==> src/hsid_defines.svh <==
`ifndef HSID_DEFINES_SVH
`define HSID_DEFINES_SVH

// Build-wide sizes of the identification block

`define HSID_WORD_WIDTH 32  // Bus word carrying two samples
`define HSID_DATA_WIDTH 16  // One unsigned sample
`define HSID_BANDS      16  // Samples per vector, power of two

`define HSID_ELEMENTS   (`HSID_BANDS / 2)  // Words per vector

`define HSID_LIB_SIZE   16  // Max library vectors per run
`define HSID_LIB_ADDR   4   // Library index width, log2 of lib size

`define HSID_REF_DEPTH  4   // Reference stream buffer entries

`endif

==> src/hsid_pkg.sv <==
package hsid_pkg;

  // Controller sequence for one identification run
  // Shared by the controller and the input write routing
  typedef enum logic [1:0] {
    IDLE         = 2'd0,  // Waiting for start
    READ_MEASURE = 2'd1,  // Capturing the measured pixel vector
    COMPUTE_MSE  = 2'd2,  // Streaming library vectors through the accumulator
    FINISH       = 2'd3   // Done strobe cycle
  } hsid_state_t;

endpackage

==> src/hsid_elem_if.sv <==
`include "hsid_defines.svh"

// Paired element stream from the FIFO heads into the error accumulator
interface hsid_elem_if;

  logic [`HSID_WORD_WIDTH-1:0] element_a;      // Measured word, FIFO head
  logic [`HSID_WORD_WIDTH-1:0] element_b;      // Reference word, FIFO head
  logic                        element_valid;  // Pair consumed this cycle
  logic                        element_start;  // First word of a vector
  logic                        element_last;   // Final word of a vector
  logic [`HSID_LIB_ADDR-1:0]   vctr_ref;       // Library index of the pair
  logic                        vctr_last;      // Index is the final library vector

  modport src (
    output element_valid, element_start, element_last, vctr_ref, vctr_last
  );

  modport dst (
    input element_a, element_b, element_valid, element_start, element_last, vctr_ref
  );

endinterface

==> src/hsid.sv <==
`include "hsid_defines.svh"

module hsid (
  input  logic                        clk,
  input  logic                        rst_n,
  input  logic                        hsi_vctr_in_valid,  // Word strobe, only while ready
  input  logic [`HSID_WORD_WIDTH-1:0] hsi_vctr_in,        // Two packed samples
  input  logic [`HSID_LIB_ADDR:0]     library_size_in,    // Vectors in this run
  input  logic                        clear,              // Resets min and max results
  input  logic                        start,
  output logic [`HSID_LIB_ADDR-1:0]   mse_min_ref,
  output logic [`HSID_LIB_ADDR-1:0]   mse_max_ref,
  output logic [`HSID_WORD_WIDTH-1:0] mse_min_value,
  output logic [`HSID_WORD_WIDTH-1:0] mse_max_value,
  output logic                        done,
  output logic                        idle,
  output logic                        ready
);

  import hsid_pkg::*;

  hsid_state_t                 state;
  logic                        fifo_read;   // Common pop of both FIFO heads
  logic                        meas_full;
  logic                        meas_empty;
  logic                        ref_full;
  logic                        ref_empty;
  logic                        in_accept;
  logic                        meas_wr_en;
  logic                        ref_wr_en;
  logic [`HSID_WORD_WIDTH-1:0] meas_din;
  logic [`HSID_WORD_WIDTH-1:0] meas_dout;
  logic [`HSID_WORD_WIDTH-1:0] ref_dout;
  logic                        mse_valid;
  logic [`HSID_WORD_WIDTH-1:0] mse_value;
  logic [`HSID_LIB_ADDR-1:0]   mse_ref;
  logic                        comp_valid;

  hsid_elem_if u_elem ();

  // Input routing by controller state
  assign in_accept  = hsi_vctr_in_valid && ready;
  assign meas_wr_en = (state == READ_MEASURE && in_accept) ||
                      (state == COMPUTE_MSE && fifo_read && !u_elem.vctr_last);  // Recirculate
  assign meas_din   = (state == READ_MEASURE) ? hsi_vctr_in : meas_dout;
  assign ref_wr_en  = (state == COMPUTE_MSE) && in_accept;

  assign u_elem.element_a = meas_dout;
  assign u_elem.element_b = ref_dout;

  hsid_fifo #(.DEPTH(`HSID_ELEMENTS)) u_fifo_meas (
    .clk(clk), .rst_n(rst_n),
    .wr_en(meas_wr_en), .rd_en(fifo_read),
    .data_in(meas_din), .data_out(meas_dout),
    .full(meas_full), .empty(meas_empty)
  );

  hsid_fifo #(.DEPTH(`HSID_REF_DEPTH)) u_fifo_ref (
    .clk(clk), .rst_n(rst_n),
    .wr_en(ref_wr_en), .rd_en(fifo_read),
    .data_in(hsi_vctr_in), .data_out(ref_dout),
    .full(ref_full), .empty(ref_empty)
  );

  hsid_fsm u_fsm (
    .clk(clk), .rst_n(rst_n), .start(start), .library_size_in(library_size_in),
    .meas_full(meas_full), .meas_empty(meas_empty),
    .ref_full(ref_full), .ref_empty(ref_empty), .comp_valid(comp_valid),
    .state(state), .fifo_read(fifo_read), .elem(u_elem.src),
    .done(done), .idle(idle), .ready(ready)
  );

  hsid_mse u_mse (
    .clk(clk), .rst_n(rst_n), .elem(u_elem.dst),
    .mse_valid(mse_valid), .mse_value(mse_value), .mse_ref(mse_ref)
  );

  hsid_mse_comp u_mse_comp (
    .clk(clk), .rst_n(rst_n), .clear(clear),
    .mse_valid(mse_valid), .mse_value(mse_value), .mse_ref(mse_ref),
    .mse_min_value(mse_min_value), .mse_min_ref(mse_min_ref),
    .mse_max_value(mse_max_value), .mse_max_ref(mse_max_ref),
    .comp_valid(comp_valid)
  );

  a_no_drop: assert property (@(posedge clk) disable iff (!rst_n)
    hsi_vctr_in_valid |-> ready)
    else $error("hsid: input word dropped, offered without ready");

endmodule

==> src/hsid_fifo.sv <==
`include "hsid_defines.svh"

module hsid_fifo #(
  parameter int DEPTH = 4  // Number of word entries
) (
  input  logic                        clk,
  input  logic                        rst_n,
  input  logic                        wr_en,
  input  logic                        rd_en,
  input  logic [`HSID_WORD_WIDTH-1:0] data_in,
  output logic [`HSID_WORD_WIDTH-1:0] data_out,
  output logic                        full,
  output logic                        empty
);

  localparam int PTR_W = (DEPTH > 1) ? $clog2(DEPTH) : 1;
  localparam int CNT_W = $clog2(DEPTH + 1);

  logic [`HSID_WORD_WIDTH-1:0] mem [DEPTH];  // Circular storage
  logic [PTR_W-1:0]            wr_ptr;
  logic [PTR_W-1:0]            rd_ptr;
  logic [CNT_W-1:0]            count;       // Occupied entries
  logic                        do_wr;
  logic                        do_rd;

  // Wrap at DEPTH so non power of two depths also work
  function automatic logic [PTR_W-1:0] ptr_inc(input logic [PTR_W-1:0] ptr);
    return (ptr == PTR_W'(DEPTH - 1)) ? '0 : ptr + 1'b1;
  endfunction

  assign do_rd    = rd_en && !empty;
  assign do_wr    = wr_en && (!full || do_rd);  // Full only takes a write paired with a read
  assign full     = (count == CNT_W'(DEPTH));
  assign empty    = (count == '0);
  assign data_out = mem[rd_ptr];  // Head visible without a read cycle

  always_ff @(posedge clk) begin
    if (do_wr) begin
      mem[wr_ptr] <= data_in;
    end
  end

  always_ff @(posedge clk) begin
    if (!rst_n) begin
      wr_ptr <= '0;
      rd_ptr <= '0;
      count  <= '0;
    end else begin
      if (do_wr) wr_ptr <= ptr_inc(wr_ptr);
      if (do_rd) rd_ptr <= ptr_inc(rd_ptr);
      case ({do_wr, do_rd})
        2'b10:   count <= count + 1'b1;
        2'b01:   count <= count - 1'b1;
        default: count <= count;  // Idle or balanced read and write
      endcase
    end
  end

  a_no_underflow: assert property (@(posedge clk) disable iff (!rst_n)
    rd_en |-> !empty)
    else $error("hsid_fifo: read while empty");

  a_no_overflow: assert property (@(posedge clk) disable iff (!rst_n)
    (wr_en && full) |-> rd_en)
    else $error("hsid_fifo: write while full without a read");

endmodule

==> src/hsid_fsm.sv <==
`include "hsid_defines.svh"

module hsid_fsm (
  input  logic                      clk,
  input  logic                      rst_n,
  input  logic                      start,
  input  logic [`HSID_LIB_ADDR:0]   library_size_in,
  input  logic                      meas_full,
  input  logic                      meas_empty,
  input  logic                      ref_full,
  input  logic                      ref_empty,
  input  logic                      comp_valid,
  output hsid_pkg::hsid_state_t     state,
  output logic                      fifo_read,
  hsid_elem_if.src                  elem,
  output logic                      done,
  output logic                      idle,
  output logic                      ready
);

  import hsid_pkg::*;

  localparam int ELEM_W = (`HSID_ELEMENTS > 1) ? $clog2(`HSID_ELEMENTS) : 1;
  localparam logic [ELEM_W-1:0]         ELEM_LAST = ELEM_W'(`HSID_ELEMENTS - 1);
  localparam logic [`HSID_LIB_ADDR:0]   LIB_MAX   = `HSID_LIB_SIZE;

  hsid_state_t               state_nxt;
  logic [`HSID_LIB_ADDR:0]   lib_size;   // Library size sampled at start
  logic [ELEM_W-1:0]         elem_cnt;   // Word position inside the current vector
  logic [`HSID_LIB_ADDR:0]   vctr_cnt;   // Library vector being read
  logic [`HSID_LIB_ADDR:0]   comp_cnt;   // Comparisons already finished
  logic                      elem_last;
  logic                      last_comp;

  // Both heads present means one measured/reference pair can be consumed
  assign fifo_read = (state == COMPUTE_MSE) && !meas_empty && !ref_empty;
  assign elem_last = (elem_cnt == ELEM_LAST);
  assign last_comp = comp_valid && (comp_cnt == lib_size - 1'b1);

  assign elem.element_valid = fifo_read;
  assign elem.element_start = fifo_read && (elem_cnt == '0);
  assign elem.element_last  = fifo_read && elem_last;
  assign elem.vctr_ref      = vctr_cnt[`HSID_LIB_ADDR-1:0];
  assign elem.vctr_last     = (vctr_cnt == lib_size - 1'b1);  // Stops measured recirculation

  always_comb begin
    state_nxt = state;
    case (state)
      IDLE:         if (start) state_nxt = READ_MEASURE;
      READ_MEASURE: if (meas_full) state_nxt = COMPUTE_MSE;  // Depth equals one vector
      COMPUTE_MSE:  if (last_comp) state_nxt = FINISH;
      FINISH:       state_nxt = IDLE;
      default:      state_nxt = IDLE;
    endcase
  end

  always_ff @(posedge clk) begin
    if (!rst_n) begin
      state <= IDLE;
    end else begin
      state <= state_nxt;
    end
  end

  always_ff @(posedge clk) begin
    if (!rst_n) begin
      lib_size <= '0;
      elem_cnt <= '0;
      vctr_cnt <= '0;
      comp_cnt <= '0;
    end else if (state == IDLE && start) begin
      lib_size <= library_size_in;  // Later start pulses are ignored
      elem_cnt <= '0;
      vctr_cnt <= '0;
      comp_cnt <= '0;
    end else begin
      if (fifo_read) begin
        if (elem_last) begin
          elem_cnt <= '0;
          vctr_cnt <= vctr_cnt + 1'b1;  // Next reference may enter before this error is out
        end else begin
          elem_cnt <= elem_cnt + 1'b1;
        end
      end
      if (comp_valid) comp_cnt <= comp_cnt + 1'b1;
    end
  end

  // Strobes and levels toward the caller
  assign done = (state == FINISH);
  assign idle = (state == IDLE);

  always_comb begin
    case (state)
      READ_MEASURE: ready = !meas_full;
      COMPUTE_MSE:  ready = !ref_full;
      default:      ready = 1'b0;
    endcase
  end

  a_lib_size: assert property (@(posedge clk) disable iff (!rst_n)
    (state != IDLE) |-> (lib_size != '0) && (lib_size <= LIB_MAX))
    else $error("hsid_fsm: library size %0d out of range", lib_size);

endmodule

==> src/hsid_mse.sv <==
`include "hsid_defines.svh"

module hsid_mse (
  input  logic                        clk,
  input  logic                        rst_n,
  hsid_elem_if.dst                    elem,
  output logic                        mse_valid,
  output logic [`HSID_WORD_WIDTH-1:0] mse_value,
  output logic [`HSID_LIB_ADDR-1:0]   mse_ref
);

  localparam int DW    = `HSID_DATA_WIDTH;
  localparam int SQ_W  = 2 * DW;                 // Square of one sample difference
  localparam int ACC_W = 40;                     // Per-vector sum of squares
  localparam int SHIFT = $clog2(`HSID_BANDS);    // Mean over bands

  logic [DW-1:0]                a0;
  logic [DW-1:0]                a1;
  logic [DW-1:0]                b0;
  logic [DW-1:0]                b1;
  logic [DW-1:0]                diff0;
  logic [DW-1:0]                diff1;
  logic [SQ_W-1:0]              sq0;       // Stage 1 low sample square
  logic [SQ_W-1:0]              sq1;       // Stage 1 high sample square
  logic                         s1_valid;
  logic                         s1_start;
  logic                         s1_last;
  logic [`HSID_LIB_ADDR-1:0]    s1_ref;
  logic [ACC_W-1:0]             acc;       // Running sum of the current vector
  logic [ACC_W-1:0]             acc_nxt;
  logic [ACC_W-1:0]             acc_shift;

  // Sample 0 sits in the low half of each word
  assign a0 = elem.element_a[DW-1:0];
  assign a1 = elem.element_a[2*DW-1:DW];
  assign b0 = elem.element_b[DW-1:0];
  assign b1 = elem.element_b[2*DW-1:DW];

  assign diff0 = (a0 > b0) ? a0 - b0 : b0 - a0;  // Unsigned absolute difference
  assign diff1 = (a1 > b1) ? a1 - b1 : b1 - a1;

  // Stage 1, squares with the stream tags carried alongside
  always_ff @(posedge clk) begin
    if (elem.element_valid) begin
      sq0      <= diff0 * diff0;
      sq1      <= diff1 * diff1;
      s1_start <= elem.element_start;
      s1_last  <= elem.element_last;
      s1_ref   <= elem.vctr_ref;
    end
  end

  always_ff @(posedge clk) begin
    if (!rst_n) s1_valid <= 1'b0;
    else        s1_valid <= elem.element_valid;
  end

  // Stage 2, restart on the first word of a vector
  assign acc_nxt   = (s1_start ? '0 : acc) + ACC_W'(sq0) + ACC_W'(sq1);
  assign acc_shift = acc_nxt >> SHIFT;

  always_ff @(posedge clk) begin
    if (s1_valid) acc <= acc_nxt;
    if (s1_valid && s1_last) begin
      mse_value <= acc_shift[`HSID_WORD_WIDTH-1:0];  // Truncated mean
      mse_ref   <= s1_ref;
    end
  end

  always_ff @(posedge clk) begin
    if (!rst_n) mse_valid <= 1'b0;
    else        mse_valid <= s1_valid && s1_last;  // Two cycles after the last read
  end

  a_tags_need_valid: assert property (@(posedge clk) disable iff (!rst_n)
    (elem.element_start || elem.element_last) |-> elem.element_valid)
    else $error("hsid_mse: start or last tag without element_valid");

endmodule

==> src/hsid_mse_comp.sv <==
`include "hsid_defines.svh"

module hsid_mse_comp (
  input  logic                        clk,
  input  logic                        rst_n,
  input  logic                        clear,
  input  logic                        mse_valid,
  input  logic [`HSID_WORD_WIDTH-1:0] mse_value,
  input  logic [`HSID_LIB_ADDR-1:0]   mse_ref,
  output logic [`HSID_WORD_WIDTH-1:0] mse_min_value,
  output logic [`HSID_LIB_ADDR-1:0]   mse_min_ref,
  output logic [`HSID_WORD_WIDTH-1:0] mse_max_value,
  output logic [`HSID_LIB_ADDR-1:0]   mse_max_ref,
  output logic                        comp_valid
);

  logic new_min;
  logic new_max;

  // Strict compare keeps the earlier, lower index on a tie
  assign new_min = mse_value < mse_min_value;
  assign new_max = mse_value > mse_max_value;

  always_ff @(posedge clk) begin
    if (!rst_n || clear) begin
      mse_min_value <= '1;  // Any first error becomes the minimum
      mse_min_ref   <= '0;
      mse_max_value <= '0;  // Any nonzero error becomes the maximum
      mse_max_ref   <= '0;
      comp_valid    <= 1'b0;
    end else begin
      comp_valid <= mse_valid;  // One cycle behind the accumulator
      if (mse_valid && new_min) begin
        mse_min_value <= mse_value;
        mse_min_ref   <= mse_ref;
      end
      if (mse_valid && new_max) begin
        mse_max_value <= mse_value;
        mse_max_ref   <= mse_ref;
      end
    end
  end

  a_clear_idle: assert property (@(posedge clk) disable iff (!rst_n)
    !(clear && mse_valid))
    else $error("hsid_mse_comp: clear during an arriving error");

endmodule

==> config.mk <==
export PLATFORM = sky130hd
export DESIGN_NAME = hsid
export DESIGN_NICKNAME = d
export VERILOG_FILES = /design/src/hsid_pkg.sv /design/src/hsid_elem_if.sv /design/src/hsid.sv /design/src/hsid_fifo.sv /design/src/hsid_fsm.sv /design/src/hsid_mse.sv /design/src/hsid_mse_comp.sv
export VERILOG_INCLUDE_DIRS = /design/src /design/src/src
export SDC_FILE = /design/constraint.sdc
export NUM_CORES = 2
export LEC_CHECK = 0
export ABC_AREA = 1
export BUFFER_PORTS_ARGS = -buffer_cell sky130_fd_sc_hd__clkbuf_2
export CORE_MARGIN = 10
export CORE_UTILIZATION = 64
export DETAILED_ROUTE_END_ITERATION = 10
export MAX_ROUTING_LAYER = met4
export PLACE_DENSITY = 0.8
export SYNTH_ARGS = -nofsm -noshare
export SYNTH_HDL_FRONTEND = slang
export SYNTH_SLANG_ARGS = --single-unit
==> constraint.sdc <==
create_clock -name clk -period 9.6 [get_ports clk]
set_input_delay 0 -clock clk [delete_from_list [all_inputs] [get_ports clk]]
set_output_delay 0 -clock clk [all_outputs]
set_load 0.02 [all_outputs]
==> impl_metrics.json <==
{
  "dieWidth_microns": 291,
  "whs_path_depth": 2,
  "clock_latency_ps": 650,
  "relSlewSlack": 0.175,
  "critPathKind": "flop to flop",
  "antenna_found_initial": 2,
  "synthArstFlopShare": 0,
  "post_drt_wl_per_cell_microns": 19.1,
  "instances_no_fill": 6312,
  "cp-start-kind": "flop",
  "post-route-period-util": 0.945,
  "synth_area_sq_um": 47200,
  "numPlacedInstances": 6130,
  "cts_tree": "done",
  "die_area_sq_um": 84900,
  "worstRegToRegCells": 38,
  "numCtsBuffers": 69,
  "whs_ps": 136,
  "synth-edff-count": 524,
  "post-dp-hpwl_microns": 88300,
  "yosysWarnings": 0,
  "fmax_mhz": 110,
  "cap_viol_max_count": 0,
  "cts_root_buf": "clkbuf_16",
  "core_sq_um": 73000,
  "avgSynthCellArea_sq_um": 9.17,
  "layout-drive-gt1-share": 0.0748,
  "clock_skew_ps": 43.2,
  "dr_wl_met3_microns": 8920,
  "worst_setup_path_end_kind": "flop",
  "yosysSeqAreaShare": 0.383,
  "first_pass_iters": 7,
  "cp.arrival_ps": 9450,
  "place_congestion": 0.999,
  "grt_max_degree": 77,
  "synth_seq_cells": 641,
  "critPathRequiredTime_ps": 9980,
  "crit_top_cell": "nand2_1",
  "post_cts_buffers": 0,
  "tightest_slew_ps": 1240,
  "ys.flop_type": "edfxtp_1",
  "start_util": 0.646,
  "grt_pass1_vias": 36496,
  "top_layer_used": "met4",
  "die_h_microns": 291,
  "min_period_ps": 9070,
  "ys_types": 56,
  "crit_fanout": 40,
  "drv_slew": 0,
  "hold_viol_final": 0,
  "wl_microns": 121000,
  "status": "finished clean",
  "hold_path_class": "input port to flop",
  "io_buffers": 116,
  "clkTransAtPathRegs_ps": 60,
  "cts_buffer_depth": 3,
  "dr.first_iter.drc_count": 2978,
  "slowest_stage": "fa_1",
  "synthCells": 5145,
  "wl_met1_microns": 49000,
  "grt_remaining_overflow": 0,
  "num_rows": 99,
  "ioPinCount": 117,
  "drc_errors": 0,
  "num-nets-final": 6075,
  "grt_pass1_wl_microns": 193000,
  "globalRouteTotalUtil": 0.290,
  "dr_total_vias": 36283,
  "ant_nets": 0,
  "area_growth_pct": 9.62,
  "vias_per_cell": 5.75,
  "cts_sinks": 641,
  "h-tree-depth": 3,
  "n_fill_cell": 5383,
  "setup_violations": 0,
  "slowest_delay_ps": 570,
  "route.met2.wl_microns": 58000
}
-- state kept, by name, summed over array words and instances (netlist names), 4 cells and up, named ones only --
register                  count
u_fifo_meas.count             4
u_mse.acc                    36
u_fsm.lib_size                5
u_mse.sq0                    31
u_fifo_ref.mem              128
u_mse.mse_value              32
u_mse.mse_ref                 4
u_mse_comp.mse_min_value     32
u_fsm.comp_cnt                5
u_mse.sq1                    31
u_mse_comp.mse_max_value     32
u_mse.s1_ref                  4
u_fifo_meas.mem             256
u_mse_comp.mse_max_ref        4
u_fsm.vctr_cnt                5
u_mse_comp.mse_min_ref        4
-- layer usage --
metal,vias to the layer above,GRT usage
li1,16946,-
met3,288,0.0426
met2,1502,0.478
met1,17547,0.362
met4,0,0.108
met5,-,-
-- placed cells by master (no fill, tap or decap), types with 10 or more instances in the layout --
master	count
ha_1	373
buf_4	45
nand3b_1	32
clkinv_2	12
o21ai_1	31
inv_2	25
nand4_1	17
nand2_1	908
edfxtp_1	524
a32oi_1	30
nand3_1	170
inv_1	889
a21oi_1	291
nand2_2	31
o21a_1	13
fa_1	363
xnor2_1	53
clkinv_1	10
clkbuf_2	116
nor2_1	517
o22ai_1	63
xor2_1	91
dlygate4sd3_1	52
nor3_1	42
dfxtp_1	114
a21o_1	11
nor2_4	19
clkbuf_1	13
clkbuf_16	69
nor2_2	15
o21bai_1	15
o21ai_0	266
-- final timing paths --
check,start,endpoint,slack [ps]
setup / recovery,flop,u_mse.sq1[30],530
hold / removal,hsi_vctr_in[11],u_fifo_ref.mem[2][11],140
setup reg to reg,flop,u_mse.sq1[30],530
hold reg to reg,u_mse.s1_ref[1],u_mse.mse_ref[1],420
-- kinds of logic after synthesis --
| family | synth area share |
|---|---|
| simple gates | 0.156 |
| buf+inv | 0.0875 |
| compound gates | 0.0914 |
| fa+ha+maj | 0.254 |
| flops | 0.383 |
| xor+xnor | 0.0273 |
| other cells | 0.0000795 |
| mux | 0.000212 |
-- worst max-delay path, delay by kind of cell, from the launching register on --
family                   cells  cell delay, ps
AND/OR/NAND/NOR             12            1340
buffers and inverters       11            1830
flip-flops                   1             350
AO/OA/AOI/OAI                6            1590
XOR/XNOR                     1              60
adder cells (fa/ha/maj)      8            3600
-- Yosys cell counts (all sizes together), types with 11 or more instances --
cell / n / area [sq um]
nand2: 944 / 3650
inv: 920 / 3460
nor2: 551 / 2140
edfxtp: 524 / 15700
ha: 376 / 4700
fa: 363 / 7270
o21ai: 299 / 1510
a21oi: 293 / 1470
nand3: 170 / 851
dfxtp: 117 / 2340
clkbuf: 98 / 368
xor2: 92 / 825
o22ai: 63 / 394
xnor2: 53 / 464
buf: 45 / 292
nor3: 44 / 230
nand3b: 32 / 240
a32oi: 30 / 263
nand4: 17 / 106
o21bai: 15 / 113
o21a: 13 / 97.6
a21o: 11 / 82.6
-- cell type report --
class,count,area (sq um),area share
clock buffers,87,1840,0.0356
well taps,959,1200,0.0232
repair buffers,220,1550,0.0300
diodes,2,5.00,0.0000968
inverters,922,3480,0.0674
multi-input cells,3440,25100,0.485
flip-flops and latches,641,18100,0.350
clock inverters,41,437,0.00845
-- timing repair --
item / 4_1_cts / 5_1_grt
endpoints found under the hold margin: 197 / 0
endpoints found under the setup margin: 0 / 32
resized for setup: 0 / 18
hold buffers: 52 / 0
-- through the flow --
| stage | utilization | area (sq um) | TNS (ps) | worst slack, ps |
|---|---|---|---|---|
| after floorplan | - | 47200 | 0 | 1730 |
| after global placement | 0.670 | 48900 | 0 | 456 |
| after detailed placement | 0.670 | 48900 | 0 | 321 |
| after CTS | 0.708 | 51700 | 0 | 317 |
| after global routing | 0.708 | 51700 | -4.82 | -4.36 |
| final | 0.709 | 51700 | 0 | 531 |
Power is left out: the tool's default activity adds up to more than one toggle a clock period on the data nets, which glitch-free logic cannot reach.
